File: config.mk
export PLATFORM = sky130hd
export DESIGN_NAME = hsdDigitizer
export DESIGN_NICKNAME = d
export VERILOG_FILES = /design/src/hsdPkg.sv /design/src/acquisitionBuffer.sv /design/src/adcRangeMonitor.sv /design/src/hsdDigitizer.sv /design/src/triggerConditioner.sv
export SDC_FILE = /design/constraint.sdc
export NUM_CORES = 1
export LEC_CHECK = 0
export BUFFER_PORTS_ARGS = -buffer_cell sky130_fd_sc_hd__buf_2
export CAP_MARGIN = 15
export CORE_MARGIN = 2
export CORE_UTILIZATION = 40
export DETAILED_ROUTE_END_ITERATION = 6
export PLACE_DENSITY = 0.66
export SETUP_SLACK_MARGIN = 0.1
export SYNTH_ARGS = -nofsm -noshare
export SYNTH_HDL_FRONTEND = slang
export SYNTH_SLANG_ARGS = --single-unit
File: constraint.sdc
create_clock -name sysClk -period 3.85 [get_ports sysClk]
set_input_delay 0 -clock sysClk [delete_from_list [all_inputs] [get_ports sysClk]]
set_output_delay 0 -clock sysClk [all_outputs]
set_load 0.005 [all_outputs]
File: src/hsdPkg.sv
package hsdPkg;

    ////////////////////////////////////////
    // Converter geometry

    // Valid ADC bits per sample
    localparam int adcWidth = 12;
    localparam int samplesPerClock = 2;

    // Lane rounded up to whole bytes
    localparam int laneWidth = ((adcWidth + 7) / 8) * 8;

    ////////////////////////////////////////
    // Trigger sources

    // Bit 0 is software, the rest come from the event system
    localparam int triggerBusWidth = 7;
    localparam int eventTriggerCount = triggerBusWidth - 1;

    // Capture length in beats
    localparam int defaultCaptureDepth = 16;

    ////////////////////////////////////////
    // Data types

    // Left-justified, low bits zero
    typedef logic signed [laneWidth-1:0] sampleLane;
    typedef sampleLane [samplesPerClock-1:0] sampleVector;
    typedef logic [triggerBusWidth-1:0] triggerBus;
    typedef logic signed [adcWidth-1:0] adcValue;

    typedef struct packed {
        logic        valid;
        sampleVector samples;
        triggerBus   triggerStrobes;
    } sampleBeat;

    typedef struct packed {
        adcValue minSample;
        adcValue maxSample;
    } rangeStatus;

    // Extremes of the signed ADC code
    localparam adcValue adcMaxValue = adcValue'((1 << (adcWidth - 1)) - 1);
    localparam adcValue adcMinValue = adcValue'(1 << (adcWidth - 1));

    // Valid converter bits of one lane
    function automatic adcValue laneValue(sampleLane lane);
        return adcValue'(lane[laneWidth-1 -: adcWidth]);
    endfunction

endpackage

File: src/acquisitionBuffer.sv
`timescale 1ns/1ps

module acquisitionBuffer import hsdPkg::*; #(
    parameter int captureDepth = defaultCaptureDepth
) (
    input  logic                            sysClk,
    input  logic                            rst,
    input  logic                            arm,
    input  triggerBus                       triggerEnable,
    input  sampleBeat                       beatIn,
    output logic                            armed,
    output logic                            captureDone,
    input  logic                            rdReq,
    input  logic [$clog2(captureDepth)-1:0] rdAddr,
    output logic                            rdAck,
    output sampleVector                     rdData
);

    localparam int addrWidth = $clog2(captureDepth);

    typedef enum logic [1:0] {
        capIdle,
        capArmed,
        capCapturing,
        capDone
    } captureState;

    typedef enum logic [1:0] {
        rdIdle,
        rdFetch,
        rdHold
    } readState;

    captureState          capState;
    readState             rdState;
    logic [addrWidth-1:0] wrAddr;
    logic                 triggerHit;
    logic                 wrEnable;
    logic                 lastWrite;
    logic                 rdReqSeen;
    sampleVector          bufferMem [captureDepth];

    ////////////////////////////////////////
    // Capture control

    // Any enabled strobe on a valid beat starts the record
    assign triggerHit = beatIn.valid && (|(beatIn.triggerStrobes & triggerEnable));

    assign wrEnable = !arm &&
                      ((capState == capArmed && triggerHit) ||
                       (capState == capCapturing && beatIn.valid));

    assign lastWrite = wrEnable && (wrAddr == addrWidth'(captureDepth - 1));

    always_ff @(posedge sysClk) begin
        if (rst) begin
            capState <= capIdle;
            wrAddr   <= '0;
        end else if (arm) begin
            // Re-arm from any state, drops a finished record
            capState <= capArmed;
            wrAddr   <= '0;
        end else if (wrEnable) begin
            wrAddr <= wrAddr + 1'b1;
            if (lastWrite) begin
                capState <= capDone;
            end else begin
                capState <= capCapturing;
            end
        end
    end

    assign armed       = (capState == capArmed) || (capState == capCapturing);
    assign captureDone = (capState == capDone);

    always_ff @(posedge sysClk) begin
        if (wrEnable) begin
            bufferMem[wrAddr] <= beatIn.samples;
        end
    end

    ////////////////////////////////////////
    // Readout handshake

    // Request registered first, then fetch, then acknowledge
    always_ff @(posedge sysClk) begin
        if (rst) begin
            rdReqSeen <= 1'b0;
            rdState   <= rdIdle;
        end else begin
            rdReqSeen <= rdReq;
            case (rdState)
                rdIdle: begin
                    if (rdReqSeen) begin
                        rdState <= rdFetch;
                    end
                end
                rdFetch: rdState <= rdHold;
                rdHold: begin
                    if (!rdReqSeen) begin
                        rdState <= rdIdle;
                    end
                end
                default: rdState <= rdIdle;
            endcase
        end
    end

    always_ff @(posedge sysClk) begin
        if (rdState == rdIdle && rdReqSeen) begin
            rdData <= bufferMem[rdAddr];
        end
    end

    assign rdAck = (rdState == rdHold);

    // Acknowledge only answers a request
    ackFollowsReq: assert property (
        @(posedge sysClk) disable iff (rst)
        $rose(rdAck) |-> $past(rdReq)
    ) else $error("rdAck rose without rdReq");

    // Writes only while armed, and the record ends armed or done
    writeWhileArmed: assert property (
        @(posedge sysClk) disable iff (rst)
        wrEnable |-> armed ##1 (armed || captureDone)
    ) else $error("Buffer write outside capture window");

endmodule

File: src/adcRangeMonitor.sv
`timescale 1ns/1ps

module adcRangeMonitor import hsdPkg::*; (
    input  logic       sysClk,
    input  logic       rst,
    input  logic       rangeClear,
    input  sampleBeat  beatIn,
    output sampleBeat  beatOut,
    output rangeStatus range
);

    adcValue beatMin;
    adcValue beatMax;

    ////////////////////////////////////////
    // Beat pass-through

    always_ff @(posedge sysClk) begin
        if (rst) begin
            beatOut.valid          <= 1'b0;
            beatOut.triggerStrobes <= '0;
        end else begin
            beatOut.valid          <= beatIn.valid;
            beatOut.triggerStrobes <= beatIn.triggerStrobes;
        end
        beatOut.samples <= beatIn.samples;
    end

    ////////////////////////////////////////
    // Extremes tracking

    // Fold every lane into the running extremes
    always_comb begin
        adcValue laneTop;
        beatMin = range.minSample;
        beatMax = range.maxSample;
        for (int k = 0; k < samplesPerClock; k++) begin
            laneTop = laneValue(beatIn.samples[k]);
            if (laneTop < beatMin) begin
                beatMin = laneTop;
            end
            if (laneTop > beatMax) begin
                beatMax = laneTop;
            end
        end
    end

    // Clear wins over a beat in the same cycle
    always_ff @(posedge sysClk) begin
        if (rst || rangeClear) begin
            range.minSample <= adcMaxValue;
            range.maxSample <= adcMinValue;
        end else if (beatIn.valid) begin
            range.minSample <= beatMin;
            range.maxSample <= beatMax;
        end
    end

endmodule

File: src/hsdDigitizer.sv
`timescale 1ns/1ps

module hsdDigitizer import hsdPkg::*; #(
    parameter int captureDepth = defaultCaptureDepth
) (
    input  logic                            sysClk,
    input  logic                            rst,
    input  sampleVector                     samples,
    input  logic                            sampleValid,
    input  logic [eventTriggerCount-1:0]    eventTriggers,
    input  logic                            softTrigger,
    input  logic                            rangeClear,
    input  triggerBus                       triggerEnable,
    input  logic                            arm,
    input  logic                            rdReq,
    input  logic [$clog2(captureDepth)-1:0] rdAddr,
    output rangeStatus                      range,
    output logic                            armed,
    output logic                            captureDone,
    output logic                            rdAck,
    output sampleVector                     rdData
);

    sampleBeat stageOneBeat;
    sampleBeat stageTwoBeat;

    ////////////////////////////////////////
    // Acquisition pipeline

    // Tags beats with trigger strobes
    triggerConditioner triggerConditioner_inst (
        .sysClk        (sysClk),
        .rst           (rst),
        .samples       (samples),
        .sampleValid   (sampleValid),
        .softTrigger   (softTrigger),
        .eventTriggers (eventTriggers),
        .stageOneBeat  (stageOneBeat)
    );

    adcRangeMonitor adcRangeMonitor_inst (
        .sysClk     (sysClk),
        .rst        (rst),
        .rangeClear (rangeClear),
        .beatIn     (stageOneBeat),
        .beatOut    (stageTwoBeat),
        .range      (range)
    );

    // Triggered record and host readout
    acquisitionBuffer #(
        .captureDepth (captureDepth)
    ) acquisitionBuffer_inst (
        .sysClk        (sysClk),
        .rst           (rst),
        .arm           (arm),
        .triggerEnable (triggerEnable),
        .beatIn        (stageTwoBeat),
        .armed         (armed),
        .captureDone   (captureDone),
        .rdReq         (rdReq),
        .rdAddr        (rdAddr),
        .rdAck         (rdAck),
        .rdData        (rdData)
    );

endmodule

File: src/triggerConditioner.sv
`timescale 1ns/1ps

module triggerConditioner import hsdPkg::*; (
    input  logic                         sysClk,
    input  logic                         rst,
    input  sampleVector                  samples,
    input  logic                         sampleValid,
    input  logic                         softTrigger,
    input  logic [eventTriggerCount-1:0] eventTriggers,
    output sampleBeat                    stageOneBeat
);

    logic [3:0]  softStretch;
    logic        softLevel;
    triggerBus   triggerMeta;
    triggerBus   triggerLevel;
    triggerBus   triggerLevelDelay;
    triggerBus   risingEdges;
    sampleVector samplesD1;
    sampleVector samplesD2;
    logic        validD1;
    logic        validD2;

    ////////////////////////////////////////
    // Software trigger stretch

    // Top bit holds the level for 8 cycles
    assign softLevel = softStretch[3];

    always_ff @(posedge sysClk) begin
        if (rst) begin
            softStretch <= '0;
        end else if (softTrigger) begin
            // Reload while high keeps the level, no new edge
            softStretch <= '1;
        end else if (softLevel) begin
            softStretch <= softStretch - 1'b1;
        end
    end

    ////////////////////////////////////////
    // Synchronizer and edge detect

    always_ff @(posedge sysClk) begin
        if (rst) begin
            triggerMeta       <= '0;
            triggerLevel      <= '0;
            triggerLevelDelay <= '0;
        end else begin
            triggerMeta       <= {eventTriggers, softLevel};
            triggerLevel      <= triggerMeta;
            triggerLevelDelay <= triggerLevel;
        end
    end

    assign risingEdges = triggerLevel & ~triggerLevelDelay;

    ////////////////////////////////////////
    // Sample alignment

    // Two stages here, the third is the output beat
    always_ff @(posedge sysClk) begin
        samplesD1 <= samples;
        samplesD2 <= samplesD1;
    end

    always_ff @(posedge sysClk) begin
        if (rst) begin
            validD1 <= 1'b0;
            validD2 <= 1'b0;
        end else begin
            validD1 <= sampleValid;
            validD2 <= validD1;
        end
    end

    // Strobe lands with the sample taken when the edge first arrived
    always_ff @(posedge sysClk) begin
        if (rst) begin
            stageOneBeat.valid          <= 1'b0;
            stageOneBeat.triggerStrobes <= '0;
        end else begin
            stageOneBeat.valid          <= validD2;
            stageOneBeat.triggerStrobes <= risingEdges;
        end
        stageOneBeat.samples <= samplesD2;
    end

    // Each strobe covers one beat only
    strobeSingleBeat: assert property (
        @(posedge sysClk) disable iff (rst)
        (stageOneBeat.triggerStrobes & $past(stageOneBeat.triggerStrobes)) == '0
    ) else $error("Trigger strobe high on consecutive beats");

endmodule
==> flow_summary.yaml <==
timing:
  final_hold_viol_count: 0
  setup_violations: 11
  drv_slew: 0
  min_period_ps: 3990
  fin_crit_sh_pct: 104
  tns_ps: -1020
  fmax_mhz: 251
  tightestPinTransition_ps: 869
  rsz0062_at_grt: "yes"
  slew_headroom_pct: 41.9
  skew_ps: 21.0
  setup_ws_ps: -139
layout:
  drive_gt1_share_pct: 31.8
  finalInstanceArea_mm2: 0.0329
  final_core_util_pct: 49.0
  area_growth_syn_to_layout_pct: 21.5
  nNetsFinal: 1774
  diodes: 0
synthesis:
  synthCells: 1377
  synth_cell_types: 55
  async_reset_ff_share_pct: 0
  synth_nets: 1487
  synth_edf_count: 544
  ys_ff_latch: 748
  avgSynthCellArea_um2: 19.7
  synthFlopType: "edfxtp_1"
  syn_area_mm2: 0.0271
  ys.warnings.count: 0
  yosysSeqAreaShare_pct: 75.4
place:
  dpl_cell_area_mm2: 0.0293
  gp_congestion: 0.900
  place_hpwl_um: 33600
  portBuffers: 114
  dp_slack_ps: -45.5
critical_path:
  slowest_delay_ps: 620
  cp_max_fo: 7
  path_buf_inv: 2
  cp.required_ps: 4410
  worstSetupStartpointType: "flip-flop"
  path_delay_family: "simple AND/OR/NAND/NOR gates"
  critical_path_class: "reg2reg"
  arrival_ps: 4550
  r2r_start: "triggerConditioner_inst.stageOneBeat[16]"
  path_cells: "buf_6 > ha_4 > nand4_1 > or4b_4 > and2_4 > a21oi_4 > ha_4 > or3b_4 > a311oi_2 > o211ai_1 > a21oi_1 > a311o_1 > buf_6 > mux2i_2 > a21o_1"
  cpMaxStageDelayCell: "or4b_4"
  end_kind: "flip-flop"
  crit_path_start: "triggerConditioner_inst.stageOneBeat[16]"
status:
  failed_checks: "negative setup slack"
  outcome: "complete, but fails checks"
route:
  postRouteAntennaNets: 0
  met3_length_um: 4140
  drt_iter0_markers: 1238
  dr.max_layer_used: "met5"
  wl_met2_um: 29000
  wirelength_um: 60200
  via_per_inst: 5.30
  vias: 13800
  wl_met1_um: 25600
  drc: 0
  drt-pass1-iter-count: 5
  wire_per_inst_um: 23.1
floorplanning:
  io_pins: 115
  num_rows: 95
  start_util_pct: 40.4
  die_w_um: 264
  core_mm2: 0.0672
  dieArea_mm2: 0.0698
  die_y_um: 264
global_routing:
  grt_antenna_before_repair: 5
  grt_max_degree: 54
  grt_util_all_layers_pct: 17.4
  grt_pass1_vias: 14500
  grt_pass1_wl_um: 90000
  overflow: 0
cts:
  h-tree-depth: 3
  cts_buffers: 78
  clock_sinks: 748
  clk_path_buf_depth: 3
  clkSlewWorstSetupHoldPaths_ps: 60
  clock_latency_ps: 620
  cts_tree: "done"
  cts-root-buf: "clkbuf_16"
pwr:
  power.total_mw: 17.2
  p_per_area_mw_per_mm2: 522
  ir_drop_uv: 368
  leakage_nw: 11.4
run:
  cap_violations: 0
min_path:
  holdCritPathClass: "in2reg"
  hp-start: "samples[10]"
area by class of cell:
cell class,instances,area (µm²)
flip-flops and latches,748,20400
multi-input cells,526,6670
inverters,47,176
clock inverters,39,407
repair buffers,263,1980
well taps,873,1090
fillers,5415,34200
clock buffers,107,2180
registers in the layout, indices dropped and copies added, names as in the netlist, 7 cells and up:
name / flops
acquisitionBuffer_inst.bufferMem: 512
acquisitionBuffer_inst.rdData: 32
adcRangeMonitor_inst.beatOut: 40
adcRangeMonitor_inst.range: 24
triggerConditioner_inst.samplesD1: 32
triggerConditioner_inst.samplesD2: 32
triggerConditioner_inst.stageOneBeat: 40
triggerConditioner_inst.triggerLevel: 7
triggerConditioner_inst.triggerLevelDelay: 7
triggerConditioner_inst.triggerMeta: 7
per-stage QoR:
step                      instances  hold WS (ps)
after floorplan                1377          27.7
after global placement         2382           103
after detailed placement       2382           104
after CTS                      2596          2.72
after global routing           2603          1.81
final                          2603          28.0
cell families (layout without fill, tap and decap cells):
family | count (synthesis) | count (layout) | share of synthesized area (%)
AO/OA/AOI/OAI | 133 | 133 | 3.25
XOR/XNOR | 5 | 5 | 0.162
adder cells (fa/ha/maj) | 54 | 54 | 2.49
buffers and inverters | 104 | 456 | 1.54
flip-flops | 748 | 748 | 75.4
multiplexers | 187 | 187 | 14.3
AND/OR/NAND/NOR | 146 | 147 | 2.89
layer usage:
| layer | track usage [%] | up-vias |
|---|---|---|
| li1 | - | 6066 |
| met1 | 23.8 | 7189 |
| met2 | 27.6 | 422 |
| met3 | 4.23 | 114 |
| met4 | 5.39 | 2 |
| met5 | 0 | - |
power breakdown:
part	leakage, nW	internal, mW	total [mW]	switching (mW)
registers	6.60	8.74	8.86	0.125
logic	3.53	0.443	0.843	0.400
clock network	1.27	4.42	7.49	3.08
total	11.4	13.6	17.2	3.60
layout by cell type, fill, tap and decap left out, types with 9 or more instances in the layout:
| cell type | count |
|---|---|
| edfxtp_1 | 544 |
| dfxtp_1 | 198 |
| mux4_2 | 160 |
| buf_2 | 112 |
| clkbuf_16 | 79 |
| buf_4 | 68 |
| dlygate4sd3_1 | 67 |
| ha_1 | 47 |
| nor2b_1 | 43 |
| inv_1 | 42 |
| a21oi_1 | 32 |
| nor2_1 | 29 |
| mux2i_1 | 22 |
| clkbuf_1 | 18 |
| o21a_1 | 16 |
| o21ai_0 | 15 |
| nand2b_1 | 14 |
| clkinv_2 | 14 |
| a21oi_2 | 13 |
| nand2_1 | 12 |
| nor2_4 | 12 |
| a21o_1 | 12 |
| clkbuf_8 | 11 |
| a221oi_2 | 9 |
synth_stat cells, drive strengths merged, types with 21 or more instances:
cell    instances  share of area, %
a21oi          47              0.87
clkbuf         41              0.57
dfxtp         204                15
edfxtp        544                60
ha             54               2.5
inv            47              0.65
mux2i          24              0.89
mux4          160                13
nor2           42              0.58
nor2b          43              0.99
o21ai          21              0.39
what timing repair did:
action	4_1_cts	5_1_grt
pin swaps	3	18
setup buffers	1	6
setup endpoints to repair	22	23
resized for setup	16	51
hold endpoints to repair	81	0
hold buffers	67	0
cloned	0	1
path summary, 6_finish.rpt:
| check | end | slack (ps) | depth (start not counted) |
|---|---|---|---|
| worst max register to register | adcRangeMonitor_inst.range[21] | -140 | 15 |
| worst max-delay path | adcRangeMonitor_inst.range[21] | -140 | 15 |
| worst min-delay path | triggerConditioner_inst.samplesD1[10] | 30 | 2 |
| worst min register to register | triggerConditioner_inst.stageOneBeat[15] | 320 | 0 |
Note: power is estimated with default switching activity, not from simulation.
